==> config.mk <==
export PLATFORM = sky130hd
export DESIGN_NAME = vic_io
export DESIGN_NICKNAME = d
export VERILOG_FILES = /design/src/design/vic_pkg.sv /design/src/design/io_bus_if.sv /design/src/design/io_decode.sv /design/src/design/coin_timer.sv /design/src/design/input_select.sv /design/src/design/output_latch.sv /design/src/design/vic_io.sv
export VERILOG_INCLUDE_DIRS = /design/src /design/src/design
export SDC_FILE = /design/constraint.sdc
export NUM_CORES = 1
export LEC_CHECK = 0
export BUFFER_PORTS_ARGS = -buffer_cell sky130_fd_sc_hd__buf_2
export CAP_MARGIN = 10
export CORE_ASPECT_RATIO = 1.5
export CORE_UTILIZATION = 54
export CTS_BUF_LIST = sky130_fd_sc_hd__clkbuf_4 sky130_fd_sc_hd__clkbuf_8 sky130_fd_sc_hd__clkbuf_16
export DETAILED_ROUTE_END_ITERATION = 12
export GPL_TIMING_DRIVEN = 0
export PLACE_DENSITY_LB_ADDON = 0.08
export SKIP_CTS_REPAIR_TIMING = 1
export SYNTH_ARGS = -nofsm -noshare
export SYNTH_HDL_FRONTEND = slang
export SYNTH_SLANG_ARGS = --single-unit
==> constraint.sdc <==
create_clock -name clk -period 2.9 [get_ports clk]
set_clock_uncertainty 0.2 [all_clocks]
set_input_delay 0.145 -clock clk [delete_from_list [all_inputs] [get_ports clk]]
set_output_delay 0.145 -clock clk [all_outputs]
set_load 0.01 [all_outputs]
==> src/design/vic_macros.svh <==
// VIC I/O block widths and timing constants
// Shared by the decoder, coin circuit and port blocks

`ifndef VIC_MACROS_SVH
`define VIC_MACROS_SVH

// ------------------------------
// Bus widths
// ------------------------------

// CPU data byte
`define VIC_DATA_W 8

// Z80 address bus
`define VIC_ADDR_W 16

// Input and output port count
`define VIC_PORTS 4

// ------------------------------
// Timer and coin circuit
// ------------------------------

// Clock count at which the periodic timer flips
`define VIC_TIMER_PERIOD 19500

// Coin start counter, all ones gives the reset pulse length
`define VIC_COIN_START_W 6

// Coin latch counter, all ones is the long style
`define VIC_COIN_LATCH_W 10

// Latch length for short style games
`define VIC_COIN_SHORT 15

`endif

==> src/design/vic_pkg.sv <==
// VIC I/O shared types
// Game selection, bus cycle kinds and per-game configuration

`default_nettype none

package vic_pkg;

	// ------------------------------
	// Supported games
	// ------------------------------
	typedef enum logic [2:0] {
		GAME_HEADON      = 3'd0,
		GAME_DIGGER      = 3'd1,
		GAME_SPACEATTACK = 3'd2,
		GAME_CARNIVAL    = 3'd3,
		GAME_PULSAR      = 3'd4
	} game_t;

	// ------------------------------
	// Bus cycle kinds
	// ------------------------------
	// Derived from mreq_n, iorq_n, rd_n and wr_n
	typedef enum logic [2:0] {
		CYC_IDLE = 3'd0,
		CYC_MEMR = 3'd1,
		CYC_MEMW = 3'd2,
		CYC_IN   = 3'd3,
		CYC_OUT  = 3'd4
	} bus_cycle_t;

	// ------------------------------
	// Per-game board options
	// ------------------------------
	typedef struct packed {
		// Binary port decode on address bits 1:0
		logic alt_input;
		// Short coin latch length
		logic short_latch;
	} game_cfg_t;

endpackage

`default_nettype wire

==> src/design/io_bus_if.sv <==
// Decoded CPU bus information
// Driven by the decoder, read by the port and coin blocks

`default_nettype none

`include "vic_macros.svh"

interface io_bus_if;
	import vic_pkg::*;

	// Registered cycle kind
	bus_cycle_t cycle;
	// Input port selects, bit 0 is port 1
	logic [`VIC_PORTS-1:0] in_sel;
	// One cycle load strobes per output port
	logic [`VIC_PORTS-1:0] out_load;
	// Registered CPU write data
	logic [`VIC_DATA_W-1:0] wdata;

	modport decoder (
		output cycle,
		output in_sel,
		output out_load,
		output wdata
	);

	modport input_side (
		input cycle,
		input in_sel
	);

	modport output_side (
		input out_load,
		input wdata
	);

	// Coin latch counts on port 4 reads
	modport coin_side (
		input in_sel
	);

endinterface

`default_nettype wire

==> src/design/io_decode.sv <==
// CPU bus decoder
// Classifies Z80 strobes, decodes port selects and output-select edges

`default_nettype none

`include "vic_macros.svh"

module io_decode (
	input  logic                   clk,
	input  logic                   reset,
	input  vic_pkg::game_cfg_t     cfg,
	input  logic                   mreq_n,
	input  logic                   iorq_n,
	input  logic                   rd_n,
	input  logic                   wr_n,
	input  logic [`VIC_ADDR_W-1:0] cpu_addr,
	input  logic [`VIC_DATA_W-1:0] cpu_data_out,
	io_bus_if.decoder              bus
);
	import vic_pkg::*;

	// Active high strobe decode
	logic memr;
	logic memw;
	logic in_cyc;
	logic out_cyc;
	bus_cycle_t cycle_next;
	logic [`VIC_PORTS-1:0] in_next;
	logic [`VIC_PORTS-1:0] out_next;
	// Output selects seen at the previous edge
	logic [`VIC_PORTS-1:0] out_sel_q;

	assign memr    = ~(rd_n | mreq_n);
	assign memw    = ~(wr_n | mreq_n);
	assign in_cyc  = ~(rd_n | iorq_n);
	assign out_cyc = ~(wr_n | iorq_n);

	// ------------------------------
	// Cycle classification
	// ------------------------------
	// I/O strobes take priority over memory
	always_comb
	begin
		if (in_cyc)
			cycle_next = CYC_IN;
		else if (out_cyc)
			cycle_next = CYC_OUT;
		else if (memr)
			cycle_next = CYC_MEMR;
		else if (memw)
			cycle_next = CYC_MEMW;
		else
			cycle_next = CYC_IDLE;
	end

	// ------------------------------
	// Port selects
	// ------------------------------
	always_comb
	begin
		for (int i = 0; i < `VIC_PORTS; i++)
		begin
			// Standard boards use one address line per port
			// Alternate boards use a 2 bit port number
			if (cfg.alt_input)
				in_next[i] = in_cyc && (cpu_addr[1:0] == 2'(i));
			else
				in_next[i] = in_cyc && cpu_addr[i];
			// Outputs are always one-hot
			out_next[i] = out_cyc && cpu_addr[i];
		end
	end

	// Registered bus view, out_load fires on the first cycle of a select
	always_ff @(posedge clk)
	begin
		if (reset)
		begin
			bus.cycle    <= CYC_IDLE;
			bus.in_sel   <= '0;
			bus.out_load <= '0;
			out_sel_q    <= '0;
		end
		else
		begin
			bus.cycle    <= cycle_next;
			bus.in_sel   <= in_next;
			bus.out_load <= out_next & ~out_sel_q;
			out_sel_q    <= out_next;
		end
	end

	// Write data lines up with out_load
	always_ff @(posedge clk)
	begin
		bus.wdata <= cpu_data_out;
	end

endmodule

`default_nettype wire

==> src/design/coin_timer.sv <==
// Periodic timer and coin circuit
// Coin edge pulses CPU reset, then a latch counts down on port 4 reads

`default_nettype none

`include "vic_macros.svh"

module coin_timer (
	input  logic               clk,
	input  logic               reset,
	input  vic_pkg::game_cfg_t cfg,
	input  logic               coin,
	io_bus_if.coin_side        bus,
	output logic               cpu_reset,
	output logic               timer_status,
	output logic               coin_latch_active
);

	localparam int TIMER_W = $clog2(`VIC_TIMER_PERIOD + 1);
	localparam int START_W = `VIC_COIN_START_W;
	localparam int LATCH_W = `VIC_COIN_LATCH_W;

	logic [TIMER_W-1:0] timer_count;
	logic               coin_last;
	logic               coin_inserted;
	logic [START_W-1:0] coin_start;
	logic [LATCH_W-1:0] coin_latch;
	logic [LATCH_W-1:0] latch_max;
	logic               port4_rd;

	// Port 4 read in progress
	assign port4_rd = bus.in_sel[3];

	// ------------------------------
	// Periodic timer
	// ------------------------------
	// Flips every period plus one clocks
	always_ff @(posedge clk)
	begin
		if (reset)
		begin
			timer_count  <= '0;
			timer_status <= 1'b1;
		end
		else if (timer_count == TIMER_W'(`VIC_TIMER_PERIOD))
		begin
			timer_count  <= '0;
			timer_status <= ~timer_status;
		end
		else
		begin
			timer_count <= timer_count + 1'b1;
		end
	end

	// ------------------------------
	// Coin start and latch
	// ------------------------------
	always_ff @(posedge clk)
	begin
		if (reset)
		begin
			coin_last     <= coin;
			coin_inserted <= 1'b0;
			coin_start    <= '0;
			coin_latch    <= '0;
			// Latch length picked once per game
			latch_max     <= cfg.short_latch ? LATCH_W'(`VIC_COIN_SHORT) : '1;
		end
		else
		begin
			coin_last <= coin;

			// Rising coin edge restarts the CPU
			if (coin && !coin_last)
			begin
				coin_inserted <= 1'b1;
				coin_start    <= '1;
			end
			else if (coin_start != '0)
			begin
				coin_start <= coin_start - 1'b1;
			end

			// First port 4 read after the pulse arms the latch
			if (port4_rd)
			begin
				if (coin_inserted && coin_start == '0)
				begin
					coin_latch    <= latch_max;
					coin_inserted <= 1'b0;
				end
				else if (coin_latch != '0)
				begin
					coin_latch <= coin_latch - 1'b1;
				end
			end
		end
	end

	// CPU held in reset during board reset and the coin pulse
	assign cpu_reset         = reset || (coin_start != '0);
	assign coin_latch_active = (coin_latch != '0);

endmodule

`default_nettype wire

==> src/design/input_select.sv <==
// Input port block
// Registers player inputs, overlays game status bits, drives CPU read data

`default_nettype none

`include "vic_macros.svh"

module input_select (
	input  logic                   clk,
	input  logic                   reset,
	input  vic_pkg::game_t         game_mode,
	input  logic [`VIC_DATA_W-1:0] in_p1,
	input  logic [`VIC_DATA_W-1:0] in_p2,
	input  logic [`VIC_DATA_W-1:0] in_p3,
	input  logic [`VIC_DATA_W-1:0] in_p4,
	input  logic                   hblank,
	input  logic                   vblank,
	input  logic                   vcnt_64,
	input  logic                   timer_status,
	input  logic                   coin_latch_active,
	io_bus_if.input_side           bus,
	output logic [`VIC_DATA_W-1:0] cpu_data_in
);
	import vic_pkg::*;

	// Port data as the CPU sees it, index 0 is port 1
	logic [`VIC_DATA_W-1:0] port_data [`VIC_PORTS];
	// High outside both blanking periods
	logic                   blank_n;

	assign blank_n = ~(hblank | vblank);

	// ------------------------------
	// Player data and status overlay
	// ------------------------------
	always_ff @(posedge clk)
	begin
		if (reset)
		begin
			for (int i = 0; i < `VIC_PORTS; i++)
				port_data[i] <= '1;
		end
		else
		begin
			port_data[0] <= in_p1;
			port_data[1] <= in_p2;
			port_data[2] <= in_p3;
			port_data[3] <= in_p4;

			// Later assignments replace single player bits
			case (game_mode)
				GAME_HEADON:
				begin
					port_data[3][0] <= vcnt_64;
					port_data[3][7] <= ~coin_latch_active;
				end
				GAME_DIGGER:
				begin
					port_data[3][0] <= blank_n;
					port_data[3][7] <= coin_latch_active;
				end
				GAME_SPACEATTACK:
				begin
					port_data[3][0] <= timer_status;
					port_data[3][7] <= ~coin_latch_active;
				end
				// Alternate style boards use bit 3 on ports 2 to 4
				GAME_CARNIVAL, GAME_PULSAR:
				begin
					port_data[1][3] <= blank_n;
					port_data[2][3] <= timer_status;
					port_data[3][3] <= coin_latch_active;
				end
				default:
				begin
				end
			endcase
		end
	end

	// ------------------------------
	// CPU read mux
	// ------------------------------
	// Lowest numbered port wins, idle bus reads all ones
	always_comb
	begin
		cpu_data_in = '1;
		if (bus.cycle == CYC_IN)
		begin
			for (int i = `VIC_PORTS - 1; i >= 0; i--)
			begin
				if (bus.in_sel[i])
					cpu_data_in = port_data[i];
			end
		end
	end

endmodule

`default_nettype wire

==> src/design/output_latch.sv <==
// Output port registers
// Four byte latches loaded on output-select edges

`default_nettype none

`include "vic_macros.svh"

module output_latch (
	input  logic                   clk,
	input  logic                   reset,
	io_bus_if.output_side          bus,
	output logic [`VIC_DATA_W-1:0] out_p1,
	output logic [`VIC_DATA_W-1:0] out_p2,
	output logic [`VIC_DATA_W-1:0] out_p3,
	output logic [`VIC_DATA_W-1:0] out_p4
);

	// Index 0 is port 1
	logic [`VIC_DATA_W-1:0] port_q [`VIC_PORTS];

	// Idle state of the board outputs is all ones
	always_ff @(posedge clk)
	begin
		if (reset)
		begin
			for (int i = 0; i < `VIC_PORTS; i++)
				port_q[i] <= '1;
		end
		else
		begin
			// Each port loads only on its own strobe
			for (int i = 0; i < `VIC_PORTS; i++)
			begin
				if (bus.out_load[i])
					port_q[i] <= bus.wdata;
			end
		end
	end

	assign out_p1 = port_q[0];
	assign out_p2 = port_q[1];
	assign out_p3 = port_q[2];
	assign out_p4 = port_q[3];

endmodule

`default_nettype wire

==> src/design/vic_io.sv <==
// VIC arcade board I/O and game logic
// Port decode, status overlay, output latches, timer and coin circuit

`default_nettype none

`include "vic_macros.svh"

module vic_io (
	input  logic                   clk,
	input  logic                   reset,
	input  vic_pkg::game_t         game_mode,
	input  logic                   mreq_n,
	input  logic                   iorq_n,
	input  logic                   rd_n,
	input  logic                   wr_n,
	input  logic [`VIC_ADDR_W-1:0] cpu_addr,
	input  logic [`VIC_DATA_W-1:0] cpu_data_out,
	input  logic [`VIC_DATA_W-1:0] in_p1,
	input  logic [`VIC_DATA_W-1:0] in_p2,
	input  logic [`VIC_DATA_W-1:0] in_p3,
	input  logic [`VIC_DATA_W-1:0] in_p4,
	input  logic                   hblank,
	input  logic                   vblank,
	input  logic                   vcnt_64,
	input  logic                   coin,
	output logic [`VIC_DATA_W-1:0] cpu_data_in,
	output logic                   cpu_reset,
	output logic [`VIC_DATA_W-1:0] out_p1,
	output logic [`VIC_DATA_W-1:0] out_p2,
	output logic [`VIC_DATA_W-1:0] out_p3,
	output logic [`VIC_DATA_W-1:0] out_p4
);
	import vic_pkg::*;

	game_cfg_t cfg;
	logic      timer_status;
	logic      coin_latch_active;

	io_bus_if bus ();

	// ------------------------------
	// Game configuration lookup
	// ------------------------------
	// Carnival and Pulsar decode ports in binary, Pulsar has the short latch
	always_comb
	begin
		cfg = '0;
		case (game_mode)
			GAME_CARNIVAL:
				cfg.alt_input = 1'b1;
			GAME_PULSAR:
			begin
				cfg.alt_input   = 1'b1;
				cfg.short_latch = 1'b1;
			end
			default:
				cfg = '0;
		endcase
	end

	io_decode u_decode (
		.clk          (clk),
		.reset        (reset),
		.cfg          (cfg),
		.mreq_n       (mreq_n),
		.iorq_n       (iorq_n),
		.rd_n         (rd_n),
		.wr_n         (wr_n),
		.cpu_addr     (cpu_addr),
		.cpu_data_out (cpu_data_out),
		.bus          (bus.decoder)
	);

	coin_timer u_coin (
		.clk               (clk),
		.reset             (reset),
		.cfg               (cfg),
		.coin              (coin),
		.bus               (bus.coin_side),
		.cpu_reset         (cpu_reset),
		.timer_status      (timer_status),
		.coin_latch_active (coin_latch_active)
	);

	input_select u_inputs (
		.clk               (clk),
		.reset             (reset),
		.game_mode         (game_mode),
		.in_p1             (in_p1),
		.in_p2             (in_p2),
		.in_p3             (in_p3),
		.in_p4             (in_p4),
		.hblank            (hblank),
		.vblank            (vblank),
		.vcnt_64           (vcnt_64),
		.timer_status      (timer_status),
		.coin_latch_active (coin_latch_active),
		.bus               (bus.input_side),
		.cpu_data_in       (cpu_data_in)
	);

	output_latch u_outputs (
		.clk    (clk),
		.reset  (reset),
		.bus    (bus.output_side),
		.out_p1 (out_p1),
		.out_p2 (out_p2),
		.out_p3 (out_p3),
		.out_p4 (out_p4)
	);

endmodule

`default_nettype wire

## Word level (Yosys, flattened, before mapping)

Memory sizes are Yosys's and may differ from the RTL's.
Index checks and enable logic that the tools add are counted.

| storage, ports and cells | value |
|---|---|
| register bits after elaboration | 67 |
| word-level logic and storage cells | 149 |
| output and inout port bits | 41 |
| input port bits | 69 |
| memory bits (writable) | 64 |
| memories kept | 2 |

Memories:

| name | depth | width | rd ports | clocked after Yosys merged registers in | wr ports | RTL line | text |
|---|---|---|---|---|---|---|---|
| u_inputs.port_data | 4 | 8 | 4 | 0 | 4 | input_select.sv:27 | `` logic [`VIC_DATA_W-1:0] port_data [`VIC_PORTS]; `` |
| u_outputs.port_q | 4 | 8 | 4 | 0 | 4 | output_latch.sv:19 | `` logic [`VIC_DATA_W-1:0] port_q [`VIC_PORTS]; `` |

| operators by class | value |
|---|---|
| reduce and logical (&&, ||, !) cells | 27 |
| muxes and demuxes | 66 |
| bitwise operators | 29 |
| add/sub/neg operators | 3 |
| equal/unequal tests | 9 |

Operators with widths:

| cell | count |
|---|---|
| 2-to-1 mux 8 bit | 13 |
| 2-to-1 mux 1 bit | 44 |
| 2-to-1 mux 10 bit | 3 |
| OR 1 bit | 22 |
| adder 15 x 1 -> 15 bit, second input constant | 1 |
| equality test 15 bit, second input constant | 1 |
| logical AND 1 bit | 14 |
| 2-to-1 mux 6 bit | 2 |
| nonzero test 10 bit | 1 |
| subtractor 10 x 1 -> 10 bit, second input constant | 1 |
| equality test 3 x 2 -> 1 bit, second input constant | 3 |
| logical NOT 6 bit | 1 |
| 2-to-1 mux 3 bit | 2 |
| nonzero test 6 bit | 1 |
| OR reduction 2 bit | 3 |
| subtractor 6 x 1 -> 6 bit, second input constant | 1 |
| NOT 1 bit | 5 |
| AND 4 bit | 1 |
| equality test 2 bit, second input constant | 2 |
| 2-to-1 mux 2 bit | 2 |
| NOT 4 bit | 1 |
| nonzero test 2 bit | 2 |
| equality test 3 x 1 -> 1 bit, second input constant | 1 |
| equality test 3 bit, second input constant | 1 |
| other kinds (6) | 6 |

## Logic depth before layout (Yosys ltp)

Gate-level depths: netlist of the first run.

| depth | value |
|---|---|
| depth after elaboration | 7 |
| mapped depth | 8 |
| mapped depth without buffers | 6 |

## Hierarchy

A second synthesis of the first run with hierarchy kept.

| unflattened totals | value |
|---|---|
| cell total of the unflattened synthesis | 462 |
| area, all modules | 5321.4 um^2 |

Modules (own cells, without submodules):

| module | area an instance (um^2) | sequential area each (um^2) | times used | cells an instance |
|---|---|---|---|---|
| coin_timer | 1757.9 | 710.7 | 1 | 201 |
| input_select | 1571.5 | 880.8 | 1 | 136 |
| output_latch | 1300.0 | 960.9 | 1 | 71 |
| io_decode | 668.1 | 460.4 | 1 | 51 |
| vic_io | 23.8 | 0.0 | 1 | 3 |

## Worst setup path before layout of the first run

OpenSTA, ideal clock, no wires.

| timing | value |
|---|---|
| path kind | reg-to-reg |
| from | register u_coin.coin_latch[0] |
| to | register u_coin.coin_latch[5] |
| slack | 0.586 ns |
| setup time | 0.117 ns |
| arrival | 1.997 ns |
| stages on the path, launching flop included | 9 |
| clock period less this slack | 2.314 ns |
| buffers on the path | 2 |
| required time | 2.583 ns |
| path through | dfxtp_1 inv_1 ha_1 or4b_1 buf_2 or3_1 buf_6 o21a_4 a32o_1 |

| on the way | value |
|---|---|
| word-level cells in the longest chain between the ends | 3 |
| elaborated cells between the ends (all ways) | 6 |
| classes of those cells | 1 x add/sub; 2 x mux; 3 x reduce/logical |

RTL lines:

| item | RTL line | text |
|---|---|---|
| from (decl) | coin_timer.sv:27 | `logic [LATCH_W-1:0] coin_latch;` |
| from (signal assigned) | coin_timer.sv:90 | `coin_latch <= latch_max;` |
| from (signal assigned) | coin_timer.sv:95 | `coin_latch <= coin_latch - 1'b1;` |
| subtractor 10 x 1 -> 10 bit or nonzero test 10 bit (tied branches) | coin_timer.sv:95, coin_timer.sv:93 |  |
| 2-to-1 mux 10 bit or nonzero test 2 bit (tied branches) | -- |  |
| 2-to-1 mux 10 bit or AND reduction 2 bit (tied branches) | -- |  |

Parallel ways exist; a longest one is shown, timed or not. The select of a mux whose other input is x is not followed.
A chain may end at the register's enable or synchronous reset.

## Worst setup path in the final report of the first run

| timing | value |
|---|---|
| from | input game_mode[0] |
| to | register u_decode.bus.in_sel[3] |

| on the way | value |
|---|---|
| word-level cells in the longest chain between the ends | 4 |
| elaborated cells between the ends (all ways) | 5 |
| classes of those cells | 2 x eq/ne; 2 x mux; 1 x reduce/logical |

RTL lines:

| item | RTL line | text |
|---|---|---|
| from (decl) | vic_io.sv:11 | `input vic_pkg::game_t game_mode,` |
| equality test 3 x 2 -> 1 bit or equality test 3 bit (tied branches) | vic_io.sv:48 | `case (game_mode)` |
| OR reduction 2 bit (no source line) * | -- |  |
| 2-to-1 mux 1 bit * | vic_io.sv:48 |  |
| 2-to-1 mux 1 bit * | io_decode.sv:65 | `if (cfg.alt_input)` |
| to (signal assigned) | io_decode.sv:87 | `bus.in_sel <= in_next;` |
| to (decl) | io_bus_if.sv:22 | `output in_sel,` |

Mark *: on every way between the ends. The rest lies on a longest branch, timed or not.

==> out/results.tsv, run 1 <==
metric	value	unit
status	complete, but fails checks	
violations	negative hold slack	
p_leak	2.706	nW
drt-pass1-iter-count	6	
irDropWorstVdd	0.5436	mV
max-cap-violations	0	
viasPerCell	5.276	
synth_edf_count	57	
cts_sinks	122	
placed_cells	691	
antenna_found_initial	0	
clock_latency	0.42	ns
r2r-end	u_coin.coin_latch[7]	
cts_tree	built	
synth_seq_cells	122	
ys_types	52	
slew_viol_final	0	
rsz0062_at_grt	no	
synth-main-ff-cell	dfxtp_1	
r2r_cells	5	
antenna_cells	0	
drc	0	
syn_inst	461	
numPortBuffers	97	
yosysWarnings	0	
areaGrowthSynthToFinish	38.91	%
cp_max_fo	7	
avgSynthCellArea	10.93	um^2
crit_start	game_mode[0]	
power_density	663.4	nW/um^2
drt-wirelength-per-cell	15.71	um
critPathKind	in -> reg	
rows	42	
track_usage	0.2459	
core	8934	um^2
worstPathArrival	2.66	ns
hold_path_end	u_inputs.port_data[3][7]	
timing.final.crit_share	0.8837	
holdWs	-0.007493	ns
ys_seq_area_frac	0.5980	
setup_viol	0	
wl	12300	um
synth-async-reset-ratio	0	
grt_max_degree	17	
nNetsFinal	733	
chipWidth	80.87	um
relSlewSlack	0.4079	
cts_buffers	17	
syn_area	5039	um^2
r2r_start	u_coin.coin_start[5]	
grt_pass1_vias	3793	
fill_cells	591	
synth_largest_area_cell	edfxtp_1	
hold_depth	4	
hold_path_class	in -> reg	
vias	4131	
hold_viol	1	
synth_top_area_frac	0.3397	
cp-start-kind	input port	
detail-route-antenna-nets	0	
post-route-min-period	2.563	ns
stdcell_count	783	
required	3.00	ns
root_buffer	clkbuf_16	
netlist_top_cells_area	edfxtp_1, dfxtp_1, nand2b_1	
cts.path.max_buffers	2	
dieArea	9729	um^2
clk_pin_slew	0.05	ns
dr.first_iter.drc_count	220	
gp_congestion	0.8982	
drive_above_1_share	0.2452	
start_util	0.5640	
io_pins	110	
die_h	120.3	um
grt_pass1_wl	17490	um
cts_max_level	4	
hp-start	in_p4[7]	
fmax	390.2	MHz
end_kind	flop	
grt.overflow.total	0	
tightest_slew	0.8823	ns
finalSetupTns	0	ns
dp_hpwl	7872	um
r2r_slack	0.37	ns
-- flip-flops by register name, indices dropped and copies added (netlist names) --
name,cells
u_inputs.port_data,32
u_outputs.port_q,32
u_coin.timer_count,15
u_coin.coin_latch,10
u_decode.bus.wdata,8
u_coin.coin_start,6
u_decode.bus.in_sel,4
u_decode.bus.out_load,4
u_decode.out_sel_q,4
u_decode.bus.cycle,3
u_coin.coin_inserted,1
u_coin.coin_last,1
u_coin.latch_max,1
u_coin.timer_status,1
-- power breakdown --
part | internal (mW) | switching (mW)
Clock | 1.60 | 0.716
Sequential | 1.89 | 0.0454
Combinational | 0.200 | 0.198
-- cell type report --
class | instances | area, um^2 | area share
repair buffers | 157 | 1086 | 0.1552
inverters | 14 | 52.55 | 0.007508
flip-flops and latches | 122 | 3013 | 0.4305
multi-input cells | 332 | 1991 | 0.2844
well taps | 110 | 137.6 | 0.01966
clock inverters | 9 | 167.7 | 0.02395
plain buffers | 16 | 68.82 | 0.009832
clock buffers | 23 | 483.0 | 0.06900
-- Yosys cell counts, drive strengths merged, types with 2 or more instances --
master,number
nand2,25
inv,14
xnor2,12
clkbuf,13
a21oi,7
nor4,4
nand3,10
nor3,18
a211oi,5
or2,34
ha,4
dfxtp,65
o211a,7
o41ai,3
xor2,3
o22ai,8
a31oi,4
nor2,45
and2,6
or3,7
nor2b,13
o31ai,3
nand2b,37
mux2i,9
a32o,5
a41o,2
buf,3
nand4,2
o21ai,17
a21boi,2
edfxtp,57
-- worst max path at each step --
stage          cells after the start  slack (ns)                     end
2_1_floorplan                      8        0.59    u_coin.coin_latch[5]
5_1_grt                            7        0.25  u_decode.bus.in_sel[3]
3_3_place_gp                       5        0.43    u_coin.coin_latch[8]
3_5_place_dp                       5        0.40    u_coin.coin_latch[8]
6_report                           7        0.34  u_decode.bus.in_sel[3]
4_1_cts                            5        0.40    u_coin.coin_latch[8]
-- layer usage --
metal  up-vias  wire length, um  part of all wire  track usage
li1       2011                -                 -            -
met1      1951             4564              0.37       0.2635
met2       140             6771              0.55       0.4270
met3        29              614             0.050      0.07094
met4         0              351             0.029       0.1272
met5         -                0                 0            0
-- kinds of logic (layout without fill, tap and decap cells) --
kind of cell | Yosys count | count (layout) | synth area share
buffers and inverters | 30 | 219 | 0.02409
other | 1 | 24 | 0.0007443
DFF | 122 | 122 | 0.5980
xor gates and xnor gates | 15 | 15 | 0.02607
adders and majority gates | 4 | 4 | 0.009933
and+or+nand+nor | 210 | 210 | 0.2232
AOI/OAI and AO/OA | 70 | 70 | 0.1001
muxes | 9 | 9 | 0.01788
-- layout by cell type (no fill, tap or decap), types with 4 or more instances in the layout --
| cell | count |
|---|---|
| buf_2 | 98 |
| dfxtp_1 | 65 |
| dlygate4sd3_1 | 60 |
| edfxtp_1 | 57 |
| nor2_1 | 45 |
| nand2b_1 | 37 |
| or2_2 | 34 |
| nand2_1 | 25 |
| conb_1 | 24 |
| nor3_1 | 18 |
| clkbuf_16 | 17 |
| o21ai_0 | 16 |
| inv_1 | 14 |
| clkbuf_1 | 13 |
| nor2b_1 | 13 |
| xnor2_1 | 12 |
| nand3_1 | 10 |
| mux2i_1 | 9 |
| o22ai_1 | 8 |
| o211a_1 | 7 |
| or3_1 | 7 |
| a21oi_1 | 7 |
| and2_1 | 6 |
| a211oi_1 | 5 |
| a32o_1 | 5 |
| bufinv_16 | 5 |
| a31oi_1 | 4 |
| nor4_1 | 4 |
| ha_1 | 4 |
| clkbuf_4 | 4 |
-- worst max-delay path, stage by stage --
cell	delay [ns]
dlygate4sd3_1	0.53
buf_2	0.16
or3b_2	0.47
o21ai_1	0.49
mux2i_1	0.27
nor2_1	0.06
dlygate4sd3_1	0.55
-- stage by stage --
stage                     power, mW  area, um^2  worst slack [ns]    util
after global placement        2.279        5748            0.4338  0.6434
after CTS                     4.586        6399            0.4014  0.7162
final                         4.644        6999            0.3371  0.7835
after global routing          4.775        6999            0.2492  0.7835
after detailed placement      2.293        5748            0.3983  0.6434
after floorplan               2.173        5125            0.5860       -
Note: power is estimated with default switching activity, not from simulation.
==> inputs of run 2 (changes only) <==
- CELL_PAD_IN_SITES_DETAIL_PLACEMENT: default -> 1
- CELL_PAD_IN_SITES_GLOBAL_PLACEMENT: default -> 2
- CORE_UTILIZATION: 54 -> 34
- GPL_TIMING_DRIVEN: 0 -> default
==> run 2 against run 1 <==
The run still ends with negative hold slack left; sequential share of layout area is 0.092 points lower; final cell count grew 9.5%; largest cell class unchanged; total power is 4.0% lower; utilization decreased by 30 points; non-clock buffer count is 12 lower; routed wire length rose by 3.9%; setup slack improved by 0.11 ns.
==> out/results.tsv, run 2 (synthesized netlist as in run 1, its figures left out) <==
metric	value	unit	change
status	complete, but fails checks		
violations	negative hold slack		
max_stage_delay	0.50	ns	-0.05 ns
drt-pass1-iter-count	4		-2
worstPathArrival	2.55	ns	-0.11 ns
critical_path.cell_chain	inv_1 > ha_1 > or4b_1 > or3_1 > o21a_4 > a32o_1		
r2r_start	u_coin.coin_latch[0]		
topRoutingLayerUsed	met4		
hold_viol	6		+5
nNetsFinal	721		-1.6%
cts.path.max_buffers	2		unchanged
hp-start	iorq_n		
p_leak	2.660	nW	-1.7%
clkPwrFrac	0.478		-0.020
met3_length	305	um	-50%
antenna_found_initial	0		unchanged
power_frac_comb	0.088		+0.002
io_pins	110		unchanged
crit_start	u_coin.coin_latch[0]		
viasPerCell	4.673		-11%
critPathCapture	u_coin.coin_latch[5]		
core	14530	um^2	+63%
root_buffer	clkbuf_16		
critPathKind	reg -> reg		
detail-route-antenna-nets	0		unchanged
met1_length	5181	um	+14%
track_usage	0.1676		-0.07836
drive_above_1_share	0.2572		+0.01202
end_kind	flop		
irDropWorstVdd	0.4063	mV	-25%
power_density	635.5	nW/um^2	-4.2%
required	2.99	ns	about the same
cts_sinks	122		unchanged
switching_share	0.2422		+0.03563
dr_wl_met2	7214	um	+6.5%
grt_pass1_vias	3938		+3.8%
cts_tree	built		
grt_max_degree	29		+12
finalSetupTns	0	ns	unchanged
clock_latency	0.41	ns	about the same
r2r_cells	6		+1
crit_slowest_cell	or3_1		
grt_pass1_wl	19260	um	+10%
pwr-share-seq	0.434		+0.018
numPortBuffers	97		unchanged
relSlewSlack	0.5097		+0.1019
dr.first_iter.drc_count	69		-69%
max-cap-violations	0		unchanged
wl	12790	um	+3.9%
tightest_slew	0.7298	ns	-0.1525 ns
drc	0		unchanged
areaGrowthSynthToFinish	39.21	%	
timing.final.crit_share	0.8472		-0.03652
hold_path_class	in -> reg		
gp_congestion	0.7573		-16%
final_cell_mix	buf_2, dfxtp_1, dlygate4sd3_1, edfxtp_1, nor2_1		
power.switching	1.080	mW	+13%
die_h	151.1	um	+26%
reg.largest.list	u_inputs.port_data (32), u_outputs.port_q (32), u_coin.timer_count (15)		
dieArea	15320	um^2	+57%
grt.overflow.total	0		unchanged
drt-wirelength-per-cell	14.92	um	-5.0%
holdWs	-0.02294	ns	-0.01545 ns
rsz0062_at_grt	no		
cp_max_fo	10		+3
fmax	407.0	MHz	+4.3%
p_int	3.378	mW	-8.3%
clk_pin_slew	0.06	ns	about the same
vias	4005		-3.1%
r2r_slack	0.44	ns	+0.07 ns
final_common_cell	buf_2		
setup_viol	0		unchanged
start_util	0.3469		-0.2171
chipWidth	101.4	um	+25%
dp_hpwl	8995	um	+14%
cts_buffers	17		unchanged
rows	54		+29%
post-route-min-period	2.457	ns	-0.1059 ns
r2r-end	u_coin.coin_latch[5]		
fin_util	0.4829		-0.3006
cp-start-kind	flop		
slew_viol_final	0		unchanged
antenna_cells	0		unchanged
cts_max_level	4		unchanged
[run 2: worst min-delay path by stage]
| stage | endpoint | slack (ns) | cells after the start |
|---|---|---|---|
| 2_1_floorplan | u_coin.coin_last | -0.03 | 0 |
| 3_3_place_gp | u_decode.bus.wdata[2] | 0.05 | 1 |
| 3_5_place_dp | u_decode.bus.wdata[7] | 0.05 | 1 |
| 4_1_cts | u_decode.bus.wdata[6] | -0.38 | 1 |
| 5_1_grt | u_decode.out_sel_q[0] | 0.009 | 3 |
| 6_report | u_decode.out_sel_q[0] | -0.02 | 3 |
[run 2: area by class of cell]
class | count | area, um^2
Multi-Input combinational cell | 332 | 1991
Inverter | 14 | 52.55
Clock buffer | 17 | 425.4
Fill cell | 1646 | 7512
Clock inverter | 15 | 173.9
Timing Repair Buffer | 161 | 1114
Tap cell | 196 | 245.2
Sequential cell | 122 | 3013
[run 2: worst max-delay path, delay by kind of cell (launching register included)]
family	cells	cell delay, ns
buf+inv	1	0.08
fa+ha+maj	1	0.26
simple gates	2	0.97
compound gates	2	0.52
flops	1	0.32
[run 2: routing by layer]
metal | track usage | vias to the layer above
li1 | - | 1982
met2 | 0.3184 | 73
met5 | 0 | -
met4 | 0.05942 | 0
met3 | 0.03323 | 5
met1 | 0.1807 | 1945
[run 2: metrics by stage]
stage / power (mW) / instance area [um^2] / setup slack (ns) / hold slack (ns) / instances
2_1_floorplan: 2.173 / 5125 / 0.5860 / -0.02728 / 484
3_3_place_gp: 2.294 / 5824 / 0.5098 / 0.04868 / 766
3_5_place_dp: 2.307 / 5824 / 0.4440 / 0.04940 / 766
4_1_cts: 4.456 / 6424 / 0.4270 / -0.3843 / 798
5_1_grt: 4.638 / 7014 / 0.3301 / 0.008706 / 857
6_report: 4.458 / 7014 / 0.4431 / -0.02294 / 857
[run 2: power groups by stage]
stage / clock network [mW] / logic, mW / registers [mW]
global placement: 0 / 0.325 / 1.97
CTS: 2.18 / 0.336 / 1.94
detailed placement: 0 / 0.334 / 1.97
floorplan: 0 / 0.215 / 1.96
finish: 2.13 / 0.391 / 1.94
global route: 2.25 / 0.438 / 1.95
